--- src/hw/wavegen_cfg.svh ---
`ifndef WAVEGEN_CFG_SVH
`define WAVEGEN_CFG_SVH

// number of generator channels; the design also runs with 4.
`define WG_N_CHANNELS 2

`define WG_SAMPLE_W 16  // output sample width.
`define WG_PERIOD_W 16  // period and phase counter width.

// channel index width carried on the output stream.
`define WG_CHAN_W 4

`endif
--- src/hw/wavegen_pkg.sv ---
`include "wavegen_cfg.svh"

package wavegen_pkg;

    typedef enum logic [1:0] {
        WG_SQUARE   = 2'd0,
        WG_SAWTOOTH = 2'd1,
        WG_TRIANGLE = 2'd2,
        WG_RESERVED = 2'd3  // outputs zero.
    } wg_shape_e;

    typedef struct packed {
        logic [`WG_SAMPLE_W-1:0] high_level;
        logic [`WG_SAMPLE_W-1:0] low_level;
    } wg_levels_t;

    typedef struct packed {
        logic [`WG_SAMPLE_W-1:0] step;
        logic [`WG_SAMPLE_W-1:0] offset;
    } wg_ramp_t;

    // square reads the word as two levels, the ramps read it as step and offset.
    typedef union packed {
        wg_levels_t levels;
        wg_ramp_t   ramp;
    } wg_param_u;

    typedef struct packed {
        wg_shape_e               shape;
        logic [`WG_PERIOD_W-1:0] period;
        wg_param_u               param;
    } wg_chan_cfg_t;

    typedef struct packed {
        logic [`WG_CHAN_W-1:0]   chan;
        logic [`WG_SAMPLE_W-1:0] sample;
        logic                    last;  // final beat of the frame.
    } wg_beat_t;

    typedef struct packed {
        logic        psel;
        logic        penable;
        logic        pwrite;
        logic [7:0]  paddr;
        logic [31:0] pwdata;
    } apb_req_t;

    typedef struct packed {
        logic [31:0] prdata;
        logic        pready;
        logic        pslverr;
    } apb_rsp_t;

    localparam logic [7:0] REG_ENABLE = 8'h00;
    localparam logic [7:0] REG_SHAPE  = 8'h04;
    localparam logic [7:0] REG_SELECT = 8'h08;
    localparam logic [7:0] REG_PERIOD = 8'h0C;
    localparam logic [7:0] REG_PARAM  = 8'h10;
    localparam logic [7:0] REG_COMMIT = 8'h14;  // write-only strobe register.

endpackage

--- src/hw/wavegen_top.sv ---
`include "wavegen_cfg.svh"

module wavegen_top
    import wavegen_pkg::*;
(
    input  logic     clock,
    input  logic     rst_n,
    input  apb_req_t apb_req,
    output apb_rsp_t apb_rsp,
    input  logic     trigger,
    output wg_beat_t beat,
    output logic     beat_valid,
    input  logic     beat_ready,
    output logic     busy
);

    logic [`WG_N_CHANNELS-1:0]                   enable;
    wg_chan_cfg_t [`WG_N_CHANNELS-1:0]           cfg;
    logic [`WG_N_CHANNELS-1:0]                   commit;
    logic [`WG_N_CHANNELS-1:0]                   advance;
    logic [`WG_N_CHANNELS-1:0][`WG_PERIOD_W-1:0] phase;
    logic [`WG_N_CHANNELS-1:0][`WG_SAMPLE_W-1:0] samples;

    apb_wavegen_regs regs_i (
        .clock   (clock),
        .rst_n   (rst_n),
        .apb_req (apb_req),
        .apb_rsp (apb_rsp),
        .enable  (enable),
        .cfg     (cfg),
        .commit  (commit)
    );

    // One timer and one shape core per channel.
    for (genvar ch = 0; ch < `WG_N_CHANNELS; ch++) begin : g_chan
        phase_timer timer_i (
            .clock   (clock),
            .rst_n   (rst_n),
            .period  (cfg[ch].period),
            .advance (advance[ch]),
            .clear   (commit[ch]),
            .phase   (phase[ch])
        );

        shape_core core_i (
            .cfg    (cfg[ch]),
            .phase  (phase[ch]),
            .sample (samples[ch])
        );
    end

    frame_sequencer seq_i (
        .clock      (clock),
        .rst_n      (rst_n),
        .trigger    (trigger),
        .enable     (enable),
        .samples    (samples),
        .advance    (advance),
        .beat       (beat),
        .beat_valid (beat_valid),
        .beat_ready (beat_ready),
        .busy       (busy)
    );

endmodule

--- src/hw/frame_sequencer.sv ---
`include "wavegen_cfg.svh"

module frame_sequencer
    import wavegen_pkg::*;
(
    input  logic                                         clock,
    input  logic                                         rst_n,
    input  logic                                         trigger,
    input  logic [`WG_N_CHANNELS-1:0]                    enable,
    input  logic [`WG_N_CHANNELS-1:0][`WG_SAMPLE_W-1:0]  samples,
    output logic [`WG_N_CHANNELS-1:0]                    advance,
    output wg_beat_t                                     beat,
    output logic                                         beat_valid,
    input  logic                                         beat_ready,
    output logic                                         busy
);

    typedef enum logic [1:0] {
        IDLE,
        EMIT,   // a beat is out and more channels follow it.
        DRAIN   // the last beat of the frame is out.
    } seq_state_e;

    seq_state_e                state;
    logic [`WG_N_CHANNELS-1:0] pending;  // channels still to send in this frame.
    logic [`WG_N_CHANNELS-1:0] search;
    logic [`WG_N_CHANNELS-1:0] first_oh;
    logic [`WG_N_CHANNELS-1:0] remaining;
    logic [`WG_CHAN_W-1:0]     first_idx;
    logic [`WG_SAMPLE_W-1:0]   first_sample;
    logic                      accept;

    assign beat_valid = (state != IDLE);
    assign busy       = (state != IDLE);
    assign accept     = beat_valid & beat_ready;

    // In IDLE the live enable mask is searched, so the frame uses the mask seen at trigger.
    assign search = (state == IDLE) ? enable : pending;

    // the lowest set bit wins the priority search.
    always_comb begin
        first_oh     = '0;
        first_idx    = '0;
        first_sample = '0;
        for (int i = `WG_N_CHANNELS - 1; i >= 0; i--) begin
            if (search[i]) begin
                first_oh     = '0;
                first_oh[i]  = 1'b1;
                first_idx    = i[`WG_CHAN_W-1:0];
                first_sample = samples[i];
            end
        end
    end

    assign remaining = search & ~first_oh;

    always_comb begin
        advance = '0;
        for (int i = 0; i < `WG_N_CHANNELS; i++) begin
            if (accept && beat.chan == i[`WG_CHAN_W-1:0]) begin
                advance[i] = 1'b1;  // the timer steps on the acceptance edge.
            end
        end
    end

    always_ff @(posedge clock) begin
        if (!rst_n) begin
            state   <= IDLE;
            pending <= '0;
        end else begin
            case (state)
                IDLE: begin
                    if (trigger && enable != '0) begin
                        pending <= remaining;
                        state   <= (remaining == '0) ? DRAIN : EMIT;
                    end
                end
                EMIT: begin
                    if (accept) begin
                        pending <= remaining;
                        state   <= (remaining == '0) ? DRAIN : EMIT;
                    end
                end
                DRAIN: begin
                    if (accept) begin
                        state <= IDLE;
                    end
                end
                default: state <= IDLE;
            endcase
        end
    end

    // the sample is captured in the payload register so it holds under back-pressure.
    always_ff @(posedge clock) begin
        if ((state == IDLE && trigger && enable != '0) || (state == EMIT && accept)) begin
            beat.chan   <= first_idx;
            beat.sample <= first_sample;
            beat.last   <= (remaining == '0);
        end
    end

endmodule

--- src/hw/shape_core.sv ---
`include "wavegen_cfg.svh"

module shape_core
    import wavegen_pkg::*;
(
    input  wg_chan_cfg_t            cfg,
    input  logic [`WG_PERIOD_W-1:0] phase,
    output logic [`WG_SAMPLE_W-1:0] sample
);

    logic                                 first_half;
    logic [`WG_PERIOD_W-1:0]              folded;
    logic [`WG_PERIOD_W-1:0]              ramp_phase;
    logic [`WG_SAMPLE_W+`WG_PERIOD_W-1:0] product;
    logic [`WG_SAMPLE_W-1:0]              ramp_value;

    // Compare 2*phase against the period with one extra bit so nothing overflows.
    assign first_half = ({phase, 1'b0} < {1'b0, cfg.period});

    // The triangle climbs until mid-period and then walks back down.
    assign folded = first_half ? phase : cfg.period - phase;

    assign ramp_phase = (cfg.shape == WG_TRIANGLE) ? folded : phase;

    assign product = cfg.param.ramp.step * ramp_phase;

    // Sample arithmetic wraps modulo the sample width.
    assign ramp_value = cfg.param.ramp.offset + product[`WG_SAMPLE_W-1:0];

    always_comb begin
        case (cfg.shape)
            WG_SQUARE: begin
                if (first_half) begin
                    sample = cfg.param.levels.high_level;
                end else begin
                    sample = cfg.param.levels.low_level;
                end
            end
            WG_SAWTOOTH: sample = ramp_value;
            WG_TRIANGLE: sample = ramp_value;
            default:     sample = '0;  // reserved shape.
        endcase
    end

endmodule

--- src/hw/phase_timer.sv ---
`include "wavegen_cfg.svh"

module phase_timer (
    input  logic                    clock,
    input  logic                    rst_n,
    input  logic [`WG_PERIOD_W-1:0] period,
    input  logic                    advance,
    input  logic                    clear,
    output logic [`WG_PERIOD_W-1:0] phase
);

    logic [`WG_PERIOD_W-1:0] last_phase;
    logic                    at_end;

    // A zero period is treated like a period of one.
    assign last_phase = (period == '0) ? '0 : period - 1'b1;

    // >= also catches a phase left beyond a shortened period.
    assign at_end = (phase >= last_phase);

    always_ff @(posedge clock) begin
        if (!rst_n) begin
            phase <= '0;
        end else if (clear) begin
            phase <= '0;  // a new configuration starts from the beginning.
        end else if (advance) begin
            if (at_end) begin
                phase <= '0;
            end else begin
                phase <= phase + 1'b1;
            end
        end
    end

endmodule

--- src/hw/apb_wavegen_regs.sv ---
`include "wavegen_cfg.svh"

module apb_wavegen_regs
    import wavegen_pkg::*;
(
    input  logic                                  clock,
    input  logic                                  rst_n,
    input  apb_req_t                              apb_req,
    output apb_rsp_t                              apb_rsp,
    output logic [`WG_N_CHANNELS-1:0]             enable,
    output wg_chan_cfg_t [`WG_N_CHANNELS-1:0]     cfg,
    output logic [`WG_N_CHANNELS-1:0]             commit
);

    logic                    access;
    logic                    addr_ok;
    logic                    wr_en;
    wg_shape_e               stage_shape;
    logic [`WG_CHAN_W-1:0]   stage_select;
    logic [`WG_PERIOD_W-1:0] stage_period;
    wg_param_u               stage_param;
    wg_chan_cfg_t            staged_cfg;

    assign access  = apb_req.psel & apb_req.penable;  // the access phase of a transfer.
    assign addr_ok = (apb_req.paddr <= REG_COMMIT) && (apb_req.paddr[1:0] == 2'b00);
    assign wr_en   = access & apb_req.pwrite & addr_ok;

    always_comb begin
        staged_cfg.shape  = stage_shape;
        staged_cfg.period = stage_period;
        staged_cfg.param  = stage_param;
    end

    // The commit strobe is decoded in the access cycle, so the timer clears
    // on the same edge that loads the new channel configuration.
    always_comb begin
        commit = '0;
        if (wr_en && apb_req.paddr == REG_COMMIT) begin
            for (int i = 0; i < `WG_N_CHANNELS; i++) begin
                if (stage_select == i[`WG_CHAN_W-1:0]) begin
                    commit[i] = 1'b1;  // out-of-range selects match no channel.
                end
            end
        end
    end

    always_ff @(posedge clock) begin
        if (!rst_n) begin
            enable       <= '0;
            stage_shape  <= WG_SQUARE;
            stage_select <= '0;
            stage_period <= '0;
            stage_param  <= '0;
        end else if (wr_en) begin
            case (apb_req.paddr)
                REG_ENABLE: enable       <= apb_req.pwdata[`WG_N_CHANNELS-1:0];
                REG_SHAPE:  stage_shape  <= wg_shape_e'(apb_req.pwdata[1:0]);
                REG_SELECT: stage_select <= apb_req.pwdata[`WG_CHAN_W-1:0];
                REG_PERIOD: stage_period <= apb_req.pwdata[`WG_PERIOD_W-1:0];
                REG_PARAM:  stage_param  <= apb_req.pwdata;
                default: ;  // commit is handled by the strobe decode.
            endcase
        end
    end

    always_ff @(posedge clock) begin
        if (!rst_n) begin
            cfg <= '0;
        end else begin
            for (int i = 0; i < `WG_N_CHANNELS; i++) begin
                if (commit[i]) begin
                    cfg[i] <= staged_cfg;
                end
            end
        end
    end

    always_comb begin
        apb_rsp.prdata  = '0;
        apb_rsp.pready  = 1'b1;  // no wait states.
        apb_rsp.pslverr = access & ~addr_ok;
        case (apb_req.paddr)
            REG_ENABLE: apb_rsp.prdata[`WG_N_CHANNELS-1:0] = enable;
            REG_SHAPE:  apb_rsp.prdata[1:0]                = stage_shape;
            REG_SELECT: apb_rsp.prdata[`WG_CHAN_W-1:0]     = stage_select;
            REG_PERIOD: apb_rsp.prdata[`WG_PERIOD_W-1:0]   = stage_period;
            REG_PARAM:  apb_rsp.prdata                     = stage_param;
            default: ;
        endcase
    end

endmodule

--- config.mk ---
export PLATFORM = sky130hd
export DESIGN_NAME = wavegen_top
export DESIGN_NICKNAME = d
export VERILOG_FILES = /design/src/hw/wavegen_pkg.sv /design/src/hw/wavegen_top.sv /design/src/hw/frame_sequencer.sv /design/src/hw/shape_core.sv /design/src/hw/phase_timer.sv /design/src/hw/apb_wavegen_regs.sv
export VERILOG_INCLUDE_DIRS = /design/src /design/src/hw
export SDC_FILE = /design/constraint.sdc
export NUM_CORES = 1
export LEC_CHECK = 0
export BUFFER_PORTS_ARGS = -buffer_cell sky130_fd_sc_hd__buf_2
export CAP_MARGIN = 30
export CORE_MARGIN = 4
export CORE_UTILIZATION = 50
export DETAILED_ROUTE_END_ITERATION = 8
export PLACE_DENSITY = 0.78
export RECOVER_POWER = 25
export SETUP_SLACK_MARGIN = 0.3
export SKIP_LAST_GASP = 1
export SLEW_MARGIN = 5
export SYNTH_ARGS = -nofsm -noshare
export SYNTH_HDL_FRONTEND = slang
export SYNTH_SLANG_ARGS = --single-unit
--- constraint.sdc ---
create_clock -name clock -period 15.8 [get_ports clock]
set_input_delay 3.16 -clock clock [delete_from_list [all_inputs] [get_ports clock]]
set_output_delay 3.16 -clock clock [all_outputs]
set_load 0.05 [all_outputs]
---- Word level (Yosys, flattened, before mapping) ----
Cells that the tools add are included.
storage, ports and cells
  flip-flop bits (word level) ............. 213
  input bits .............................. 47
  output and inout bits ................... 57
  logic and storage cells ................. 126
cells by class
  $add $sub $neg .......................... 8
  multipliers ............................. 2
  magnitude comparators ................... 5
  equality and inequality tests ........... 16
  muxes and demuxes ....................... 35
  bitwise operators ....................... 9
  reductions and logical operators ........ 33
operator list
  kind                                                                    number
  16-bit 2-to-1 mux                                                       13
  16-bit case mux with 2 select lines                                     2
  17-bit by 16-bit < comparator with 1-bit output                         2
  16-bit by 1-bit adder with 16-bit output (second input constant)        2
  16-bit adder                                                            2
  16-bit >= comparator                                                    2
  16-bit zero test                                                        2
  16-bit by 16-bit multiplier with 16-bit output                          2
  16-bit by 1-bit subtractor with 16-bit output (second input constant)   2
  16-bit subtractor                                                       2
  12-bit case mux with 2 select lines                                     1
  2-bit 2-to-1 mux                                                        10
  8-bit by 4-bit == test with 1-bit output (second input constant)        2
  8-bit by 5-bit == test with 1-bit output (second input constant)        2
  2-bit case mux with 3 select lines                                      2
  2-bit zero test                                                         5
  2-bit case mux with 5 select lines                                      1
  2-bit AND reduction                                                     5
  4-bit by 1-bit == test with 1-bit output (second input constant)        2
  8-bit by 3-bit == test with 1-bit output (second input constant)        1
  8-bit by 5-bit <= comparator with 1-bit output (second input constant)  1
  1-bit logical AND                                                       8
  4-bit zero test                                                         2
  8-bit zero test                                                         1
  13 further kinds                                                        34

---- Depth between registers and ports, before layout ----
Gate-level depths: netlist of the first run.
  depth in word-level cells ............... 10
  gate-level depth with buffers ........... 36
  depth with buffers taken out ............ 34

---- Modules after synthesis ----
A second synthesis of the first run with hierarchy kept.
second synthesis, totals
  cells, all modules ...................... 2621
  area total of the unflattened synthesis .. 22542.9 um^2
by module, submodules not included
  module                           instances  cells each  area an instance (um^2)  seq. area each (um^2)
  shape_core (g_chan[0].core_i)    1          783         6352.3                   0.0
  shape_core (g_chan[1].core_i)    1          792         6221.0                   0.0
  apb_wavegen_regs                 1          615         6208.5                   3123.0
  phase_timer (g_chan[0].timer_i)  1          179         1387.6                   320.3
  phase_timer (g_chan[1].timer_i)  1          178         1386.3                   320.3
  frame_sequencer                  1          74          987.2                    600.6

---- Worst setup path before layout of the first run ----
Ideal clock, no wire load.
  path type ............................... input -> output
  start point ............................. in apb_req[37] (netlist bit)
  end point ............................... out apb_rsp[4] (netlist bit)
  arrival time ............................ 5.022 ns
  required time ........................... 12.640 ns
  slack ................................... 7.618 ns
  stages on the path ...................... 3
  buffers on the path ..................... 0
  path through ............................ nor4_1 > nand3_1 > o21ai_0
RTL lines
  element          RTL line          RTL
  start, declared  wavegen_top.sv:8  input apb_req_t apb_req,
  end, declared    wavegen_top.sv:9  output apb_rsp_t apb_rsp,

---- Final worst setup path of the first run ----
  start point ............................. reg, netlist name regs_i.cfg[95]
  end point ............................... reg, netlist name seq_i.beat[16]
on the way
  longest elaborated chain between the ends .. 8
  elaborated cells on any way between the ends .. 10
  classes of those cells .................. add/sub (2); mul (1); order compare (1); mux (6)
ends and longest elaborated chain
  element                                                                                      RTL line                            RTL
  16-bit subtractor / 17-bit by 16-bit < comparator with 1-bit output (equally long branches)  shape_core.sv:21, shape_core.sv:18
  16-bit 2-to-1 mux                                                                            shape_core.sv:21                    assign folded = first_half ? phase : cfg.period - phase;
  16-bit 2-to-1 mux                                                                            shape_core.sv:23                    assign ramp_phase = (cfg.shape == WG_TRIANGLE) ? folded : phase;
  16-bit by 16-bit multiplier with 16-bit output                                               shape_core.sv:25                    assign product = cfg.param.ramp.step * ramp_phase;
  16-bit adder                                                                                 shape_core.sv:28                    assign ramp_value = cfg.param.ramp.offset + product[`WG_SAMPLE_W-1:0];
  16-bit case mux with 2 select lines (*)                                                      shape_core.sv:31                    case (cfg.shape)
  16-bit 2-to-1 mux (*) (2 in series)                                                          frame_sequencer.sv:46               if (search[i]) begin
  net seq_i.first_sample[15]                                                                   frame_sequencer.sv:30               logic [`WG_SAMPLE_W-1:0] first_sample;
Mark *: on every way through the listed nets, which the timed path passes. The rest lies on a longest branch.
A chain may end at the register's enable or synchronous reset.

==> results of run 1 <==
final timing paths:
check / endpoint / cells past startpoint / from / slack (ns)
max: seq_i.beat[16] / 30 / regs_i.cfg[95] / 5.92
min: regs_i.cfg[57] / 2 / regs_i.cfg[57] / 0.46
max reg2reg: seq_i.beat[16] / 30 / regs_i.cfg[95] / 5.92
min reg2reg: regs_i.cfg[57] / 2 / regs_i.cfg[57] / 0.46
cells by family after synthesis:
logic type / share of synthesized area
and+or+nand+nor: 0.1951
buffers and inverters: 0.09255
AOI/OAI and AO/OA: 0.1374
adders and majority gates: 0.2921
DFF: 0.1998
xor gates and xnor gates: 0.06363
muxes: 0.01913
other: 0.0003438
report_power, final:
group	internal, mW	leakage, nW	switching, mW
clock network	0.405	0.456	0.244
logic	0.0119	7.93	0.0156
registers	0.533	1.74	0.00000396
total	0.950	10.1	0.260
routing by layer:
metal | up-vias | track usage
li1 | 8639 | -
met1 | 8988 | 0.3518
met2 | 812 | 0.4200
met3 | 169 | 0.03337
met4 | 2 | 0.1009
met5 | - | 0
tightest hold or removal path: stages, from the launching register on:
cell and delay (ns):
dfxtp_1 0.31, nand2_1 0.05, a21boi_0 0.06
layout by cell type, fill, tap and decap left out, types with 9 or more instances in the layout:
cell type / instances
edfxtp_1: 18
or3_1: 9
clkbuf_16: 26
a22o_1: 12
a22oi_1: 24
a21oi_1: 56
nor2b_1: 49
ha_1: 206
and3_1: 20
nor3_1: 20
dfxtp_1: 191
nand2_1: 563
clkbuf_1: 28
o21bai_1: 18
mux2i_1: 28
nor4_1: 12
a21boi_0: 154
nand3_1: 26
nand4_1: 13
nor2_1: 71
a21o_1: 32
nand2b_1: 28
xnor2_1: 116
buf_2: 80
and2_1: 110
fa_1: 190
xor2_1: 28
o22ai_1: 17
o21ai_0: 55
inv_1: 404
buf_4: 16
stage by stage:
| step | power (mW) | instance area [sq um] | utilization |
|---|---|---|---|
| 3_5_place_dp | 0.5703 | 22810 | 0.5283 |
| 4_1_cts | 1.211 | 23740 | 0.5499 |
| 2_1_floorplan | 0.5597 | 21850 | - |
| 3_3_place_gp | 0.5702 | 22740 | 0.5266 |
| 5_1_grt | 1.237 | 23720 | 0.5494 |
| 6_report | 1.210 | 23720 | 0.5494 |
state kept, by name, summed over array words and instances, names as in the netlist:
register	cells
regs_i.cfg	100
seq_i.state	2
regs_i.stage_select	4
seq_i.pending	1
regs_i.stage_param	32
regs_i.stage_period	16
regs_i.stage_shape	2
seq_i.beat	18
regs_i.enable	2
g_chan.timer_i.phase	32
area by class of cell:
type | count | area (sq um)
Multi-Input combinational cell | 1959 | 15480
Tap cell | 585 | 732.0
Clock buffer | 34 | 720.7
Antenna cell | 1 | 2.502
Inverter | 404 | 1516
Fill cell | 3926 | 19450
Clock inverter | 12 | 215.2
Timing Repair Buffer | 124 | 688.2
Sequential cell | 209 | 4364
==> impl_results.md, run 1 <==
- Largest net degree at the start of global routing: 112
- CTS sink cnt: 209
- Initial DRC Count: 1541
- WHS: 0.4644 ns
- Core area: 43170 sq um
- Area leader, netlist: dfxtp_1
- Wire per inst: 18.41 um
- Max-cap violations: 4
- Crit-path leading delay family: adder cells
- Peak VDD IR: 0.06833 mV
- Gr ovfl total: 0
- Clock-pin slew on the worst setup and hold paths: 0.06 ns
- Final Skew: 0.04772 ns
- I/O pin count: 104
- Synth Warn #: 0
- Placed insts: 3279
- Post-synth EDFFs: 18
- Post-Syn Area: 21850 sq um
- Die footprint: 47100 sq um
- CP most frequent cell: fa_1
- Nets: 3166
- Synthesis-stage register bit count: 209
- Setup CP Type: reg2reg
- Share of post-route cells with drive strength above 1: 0.06127
- Finished Layout Cells: 3328
- Setup ws final: 5.922 ns
- First-pass GRT wire length: 98590 um
- CTS buffer count: 25
- Die Span Y: 217.0 um
- Met2 WL post-DR: 27870 um
- Remaining DRCs: 0
- Post-Route WL: 61260 um
- Place WS: 6.411 ns
- Power density over the cells: 51.00 nW/um^2
- Via density: 5.592
- Initial Util: 0.5060
- Startpoint Class: register
- Register area share after synthesis: 0.1998
- Fmax: 0.1012 GHz
- Synth Flop Type: dfxtp_1
- Post-synth top cells: nand2_1 (563), inv_1 (404), ha_1 (206)
- Synthesized area per cell: 8.109 sq um
- Unique masters post-synth: 73
- # rows: 76
- Vias: 18610
- Global-route usage over all layers: 0.2581
- Setup Fix Bufs, Post-CTS: 0
- Worst EP arrival: 10.16 ns
- Initial antenna violation count: 1
- Clock buffer depth: 3
- Synth-to-layout area growth: 8.579%
- Die Width: 217.0 um
- Max incr delay on CP: 1.16 ns
- Setup violations, final: 0
- Setup TNS: 0 ns
- Final hold vios: 0
- Most common cell in the netlist: nand2_1
- # H-tree levels: 1
- Vias in the first global route: 18820
- Synth top area cells: dfxtp_1 (18%), fa_1 (17%), ha_1 (12%)
- GPL Wtd Cong: 0.9449
- Clock latency at the later pin of the worst-skew pair: 0.57 ns
- Post-CTS Hold Buffers: 0
- Slowest CP cell: nor2b_1
- Critical path peak fanout: 29
- Failing checks: max-capacitance violations, max-slew violations
- TritonCTS clock tree: done
- Worst Tran Pin Value: 3.666 ns
- Async SR Flop Fraction: 0
- Crit end category: register
- Critical Path RT: 16.08 ns
- RSZ-0062 raised after global routing: no
- M1 WL: 25590 um
- Final Max Tran Viols: 231
- Tcrit/Tclk final: 0.6252
- # resized after CTS: 0
- Post-DRT Antenna Nets: 0
- CP bufs+invs: 6
- P_leak: 10.12 nW
- Area fraction of the dominant cell type after synthesis: 0.1750
- Synth Instances: 2694
- Worst hold path class: reg2reg
- Drt first pass iters: 6
- Slew HR: -1.444
- Fin crit period: 9.878 ns
- HPWL after DPL: 47170 um
- Status: complete, but fails checks
- Met3 wire length: 5071 um
- CTS root buf: clkbuf_16
- I/O Buffers: 99
- Top sig layer: met5
Power figures use the tool's default switching activity.
==> run 2: changes to the inputs <==
==> constraint.sdc (replaced) <==
create_clock -name clock -period 9.8 [get_ports clock]
set_input_delay 1.96 -clock clock [delete_from_list [all_inputs] [get_ports clock]]
set_output_delay 1.96 -clock clock [all_outputs]
set_load 0.05 [all_outputs]
==> impl_results.md, run 2 (synthesis results as in run 1) <==
- Crit end category: register
- # H-tree levels: 1 (unchanged)
- Clock buffer depth: 3 (unchanged)
- Slew HR: -1.798 (-0.3540)
- Max reg flops: 100 (unchanged)
- Combinational power share: 0.025 (+0.002)
- Nets: 3164 (-0.063%)
- Initial antenna violation count: 0 (-1)
- CP bufs+invs: 7 (+1)
- Worst hold path class: reg2reg
- Placed insts: 3279 (unchanged)
- Startpoint Class: register
- HPWL after DPL: 47430 um (+0.55%)
- Remaining DRCs: 0 (unchanged)
- Max-cap violations: 3 (-1)
- Clock-pin slew on the worst setup and hold paths: 0.06 ns (about the same)
- RSZ-0062 raised after global routing: no
- Setup TNS: 0 ns (unchanged)
- Critical Path RT: 10.10 ns (-5.98 ns)
- Status: complete, but fails checks
- Place WS: 1.008 ns (-5.403 ns)
- Reg with most FFs: regs_i.cfg
- Largest net degree at the start of global routing: 118 (+5.4%)
- Fin crit period: 8.864 ns (-1.015 ns)
- Placed cell area: 22800 sq um (about the same)
- # rows: 76 (unchanged)
- Final core utilization: 0.5456 (-0.003884)
- CTS buffer count: 24 (-4.0%)
- CTS root buf: clkbuf_16
- Power density over the cells: 76.86 nW/um^2 (+51%)
- Peak VDD IR: 0.1052 mV (+54%)
- Die Span Y: 217.0 um (unchanged)
- NetSw: 0.4184 mW (+61%)
- Final hold vios: 0 (unchanged)
- Share of post-route cells with drive strength above 1: 0.06134 (+0.00006711)
- Commonest non-fill, non-tap cell in the layout: nand2_1
- Via density: 5.586 (-0.10%)
- Vias in the first global route: 18810 (-0.016%)
- GPL Wtd Cong: 0.9214 (-2.5%)
- Setup Fix Bufs, Post-CTS: 0 (unchanged)
- Critical path peak fanout: 29 (unchanged)
- Multi-input gate area in the final layout: 15490 sq um (about the same)
- Initial DRC Count: 1764 (+14%)
- # resized after CTS: 0 (unchanged)
- Initial Util: 0.5060 (unchanged)
- I/O pin count: 104 (unchanged)
- Gr ovfl total: 0 (unchanged)
- CP most frequent cell: fa_1
- Die footprint: 47100 sq um (unchanged)
- Fmax: 0.1128 GHz (+11%)
- Crit-path leading delay family: adder cells
- P_leak: 10.03 nW (-0.86%)
- Register cell area after layout: 4364 sq um (unchanged)
- Net Sw Frac: 0.2312 (+0.01649)
- Final Skew: 0.02634 ns (-0.02139 ns)
- TritonCTS clock tree: done
- Failing checks: max-capacitance violations, max-slew violations
- Tcrit/Tclk final: 0.9044 (+0.2792)
- First-pass GRT wire length: 98430 um (-0.16%)
- Setup CP Type: reg2reg
- Post-Route WL: 61280 um (about the same)
- Setup violations, final: 0 (unchanged)
- Core area: 43170 sq um (unchanged)
- Clock latency at the later pin of the worst-skew pair: 0.55 ns (-0.02 ns)
- Most frequent cells in the layout: nand2_1 (563), inv_1 (404), ha_1 (206), dfxtp_1 (191), fa_1 (190)
- Finished Layout Cells: 3325 (-0.090%)
- Setup ws final: 0.9365 ns (-4.985 ns)
- Slowest CP cell: mux2i_1
- Final Max Tran Viols: 216 (-6.5%)
- Post-DRT Antenna Nets: 0 (unchanged)
- Vias: 18570 (-0.19%)
- Clock share of power: 0.500 (-0.036)
- Internal power: 1.392 mW (+46%)
- Max incr delay on CP: 0.64 ns (-0.52 ns)
- Wire per inst: 18.43 um (+0.12%)
- Final Instance Area: 23550 sq um (-0.71%)
- Fillcell total: 3896 (-0.76%)
- CTS sink cnt: 209 (unchanged)
- Worst EP arrival: 9.16 ns (-1.00 ns)
- I/O Buffers: 99 (unchanged)
- Worst Tran Pin Value: 4.197 ns (+0.5310 ns)
- Largest regs: regs_i.cfg: 100 flops, g_chan.timer_i.phase: 32 flops, regs_i.stage_param: 32 flops
- Drt first pass iters: 5 (-1)
- Post-CTS Hold Buffers: 0 (unchanged)
- Die Width: 217.0 um (unchanged)
- Seq pwr share: 0.475 (+0.034)
- Synth-to-layout area growth: 7.812%
- Global-route usage over all layers: 0.2586 (+0.0005163)
run 2: worst register-to-register path, delay by kind of cell (launching register included):
family                     cells  cell delay, ns
adders and majority gates      8            3.62
AOI/OAI and AO/OA              9            1.72
buffers and inverters          7            0.84
xor gates and xnor gates       2            0.84
muxes                          1            0.65
and+or+nand+nor                4            0.55
DFF                            1            0.45
run 2: routing by layer:
metal,up-vias,global-route usage,routed length [um]
li1,8624,-,-
met1,8960,0.3495,25270
met4,0,0.1026,2552
met3,153,0.04035,5372
met2,837,0.4186,28080
met5,-,0,0
run 2: per-stage QoR:
stage / hold WS (ns) / power [mW]
after floorplan: 0.4410 / 0.9024
after global placement: 0.4516 / 0.9198
after detailed placement: 0.4584 / 0.9203
after CTS: 0.4665 / 1.815
after global routing: 0.4913 / 1.858
final: 0.4689 / 1.810
run 2: final cells by class:
cell class	instances	share of cell area
Tap cell	585	0.03108
Timing Repair Buffer	123	0.02800
Sequential cell	209	0.1853
Clock buffer	30	0.02821
Inverter	404	0.06439
Clock inverter	14	0.005047
Antenna cell	1	0.0001062
Multi-Input combinational cell	1959	0.6579
run 2: path summary, 6_finish.rpt:
kind | cells past startpoint | slack, ns | start | to
setup / recovery | 31 | 0.94 | regs_i.cfg[96] | seq_i.beat[16]
hold / removal | 2 | 0.47 | regs_i.cfg[13] | regs_i.cfg[13]
setup reg to reg | 31 | 0.94 | regs_i.cfg[96] | seq_i.beat[16]
hold reg to reg | 2 | 0.47 | regs_i.cfg[13] | regs_i.cfg[13]
run 2: power by group through the flow:
stage	logic [mW]	clock network, mW	registers, mW
floorplan	0.0239	0	0.879
global placement	0.0412	0	0.879
detailed placement	0.0418	0	0.879
CTS	0.0418	0.913	0.860
global route	0.0477	0.952	0.859
finish	0.0460	0.905	0.859
==> run 3: changes to the inputs <==
--- a/config.mk
+++ b/config.mk
@@ -10,6 +10,7 @@
 export CAP_MARGIN = 30
 export CORE_MARGIN = 4
 export CORE_UTILIZATION = 50
+export CTS_BUF_LIST = sky130_fd_sc_hd__clkbuf_4 sky130_fd_sc_hd__clkbuf_8 sky130_fd_sc_hd__clkbuf_16
 export DETAILED_ROUTE_END_ITERATION = 8
 export PLACE_DENSITY = 0.78
 export RECOVER_POWER = 25
==> constraint.sdc (replaced) <==
create_clock -name clock -period 8.3 [get_ports clock]
set_input_delay 1.66 -clock clock [delete_from_list [all_inputs] [get_ports clock]]
set_output_delay 1.66 -clock clock [all_outputs]
set_load 0.05 [all_outputs]
==> impl_results.md, run 3 (synthesis results as in run 1) <==
- Critical Path RT: 8.57 ns (-1.53 ns)
- Critical path peak fanout: 4 (-86%)
- First-pass GRT wire length: 98550 um (+0.13%)
- GPL Wtd Cong: 0.9434 (+2.4%)
- Final Max Tran Viols: 215 (-0.46%)
- Worst hold path class: reg2reg
- Final Skew: 0.01458 ns (-0.01176 ns)
- RSZ-0062 raised after global routing: yes
- Place WS: -0.1332 ns (-1.141 ns)
- Tcrit/Tclk final: 0.9537 (+0.04927)
- Post-Route WL: 62320 um (+1.7%)
- Wire per inst: 18.26 um (-0.93%)
- Status: complete, but fails checks
- Drt first pass iters: 7 (+2)
- Die footprint: 47100 sq um (unchanged)
- Largest regs: regs_i.cfg: 100 flops, g_chan.timer_i.phase: 32 flops, regs_i.stage_param: 32 flops
- Setup CP Type: reg2reg
- Worst EP arrival: 8.19 ns (-0.97 ns)
- Largest net degree at the start of global routing: 111 (-5.9%)
- Initial antenna violation count: 0 (unchanged)
- Vias in the first global route: 18880 (+0.37%)
- Ant diodes: 0 (-1)
- Vias: 18830 (+1.4%)
- Peak VDD IR: 0.1319 mV (+25%)
- Clock-pin slew on the worst setup and hold paths: 0.07 ns (about the same)
- Reg with most FFs: regs_i.cfg
- Max incr delay on CP: 0.50 ns (-0.14 ns)
- Initial DRC Count: 1675 (-5.0%)
- Startpoint Class: register
- Finished Layout Cells: 3413 (+2.6%)
- Core area: 43170 sq um (unchanged)
- Placed cell area: 23240 sq um (+2.0%)
- Fin crit period: 7.916 ns (-0.9477 ns)
- R2r setup slk: 0.38 ns (-0.55 ns)
- Most frequent cells in the layout: nand2_1 (561), inv_1 (401), ha_1 (202), fa_1 (185), dfxtp_1 (184)
- Initial Util: 0.5060 (unchanged)
- Fmax: 0.1263 GHz (+12%)
- I/O pin count: 104 (unchanged)
- Crit-path leading delay family: adder cells
- Placed insts: 3336 (+1.7%)
- Post-CTS Hold Buffers: 0 (unchanged)
- Die Span Y: 217.0 um (unchanged)
- Final core utilization: 0.5692 (+0.02359)
- Remaining DRCs: 0 (unchanged)
- Final Instance Area: 24570 sq um (+4.3%)
- Gr ovfl total: 0 (unchanged)
- CP bufs+invs: 5 (-2)
- Fillcell total: 3820 (-2.0%)
- Synth-to-layout area growth: 12.47%
- CTS root buf: clkbuf_16
- Setup ws final: 0.3842 ns (-0.5523 ns)
- HPWL after DPL: 48280 um (+1.8%)
- Share of post-route cells with drive strength above 1: 0.1086 (+0.04722)
- Power density over the cells: 88.31 nW/um^2 (+15%)
- CTS buffer count: 24 (unchanged)
- Slowest CP cell: fa_1
- Via density: 5.516 (-1.3%)
- Post-DRT Antenna Nets: 0 (unchanged)
- Nets: 3253 (+2.8%)
- CTS sink cnt: 209 (unchanged)
- # rows: 76 (unchanged)
- Max-cap violations: 3 (unchanged)
- TritonCTS clock tree: done
- Crit end category: register
- Worst Tran Pin Value: 3.680 ns (-0.5171 ns)
- Die Width: 217.0 um (unchanged)
- I/O Buffers: 99 (unchanged)
- Clock buffer depth: 3 (unchanged)
- Slew HR: -1.453 (+0.3448)
- Setup violations, final: 0 (unchanged)
- # H-tree levels: 1 (unchanged)
- Clock latency at the later pin of the worst-skew pair: 0.53 ns (-0.02 ns)
- P_leak: 10.60 nW (+5.7%)
- Commonest non-fill, non-tap cell in the layout: nand2_1
- Max reg flops: 100 (unchanged)
- Global-route usage over all layers: 0.2586 (about the same)
- Final hold vios: 0 (unchanged)
- Failing checks: max-capacitance violations, max-slew violations
[run 3: cell types whose count changed in the layout (fill, tap and decap cells not counted), moves of 7 or more]
cell / previous run / this run
o21ai_0: 55 / 45
o21ai_2: 0 / 7
dfxtp_1: 191 / 184
buf_4: 20 / 96
a21oi_1: 56 / 48
[run 3: final timing paths]
check	start	endpoint	depth (start not counted)
setup / recovery	regs_i.cfg[82]	seq_i.beat[16]	32
hold / removal	regs_i.cfg[62]	regs_i.cfg[62]	2
setup reg to reg	regs_i.cfg[82]	seq_i.beat[16]	32
hold reg to reg	regs_i.cfg[62]	regs_i.cfg[62]	2
[run 3: routing by layer]
metal / GRT usage / vias to the layer above / part of all wire
met4: 0.09201 / 0 / 0.039
li1: - / 8812 / -
met3: 0.04426 / 140 / 0.091
met1: 0.3478 / 9053 / 0.41
met2: 0.4226 / 822 / 0.46
met5: 0 / - / 0
[run 3: cell type report]
cell class	instances	area, sq um	share of cell area
Multi-Input combinational cell	1960	15760	0.6416
Sequential cell	209	4380	0.1783
Inverter	404	1516	0.06172
Timing Repair Buffer	211	1359	0.05530
Tap cell	585	732.0	0.02979
Clock buffer	28	660.6	0.02689
Clock inverter	16	158.9	0.006467
[run 3: power by group]
group          total (mW)  internal (mW)  leakage (nW)  switching (mW)
Clock                1.10          0.641         0.399           0.462
Combinational      0.0534         0.0229          8.46          0.0305
Sequential           1.01           1.01          1.74      0.00000672
Total                2.17           1.68          10.6           0.493
[run 3: what timing repair did]
item,4_1_cts,5_1_grt
setup endpoints to repair,1,1
pin swaps,5,39
gates resized for setup,18,63
cloned,0,3
buffers inserted,4,24
[run 3: per-stage QoR]
step | hold WS, ns | power (mW) | TNS, ns
floorplan | 0.4410 | 1.066 | 0
global placement | 0.4535 | 1.086 | 0
detailed placement | 0.4584 | 1.086 | -0.1332
CTS | 0.4668 | 2.170 | 0
global route | 0.4849 | 2.222 | 0
finish | 0.4676 | 2.170 | 0
[run 3: worst min-delay path, cell delays in order, from the launching register on]
cell	delay, ns
dfxtp_1	0.31
nand2_1	0.05
a21boi_0	0.06
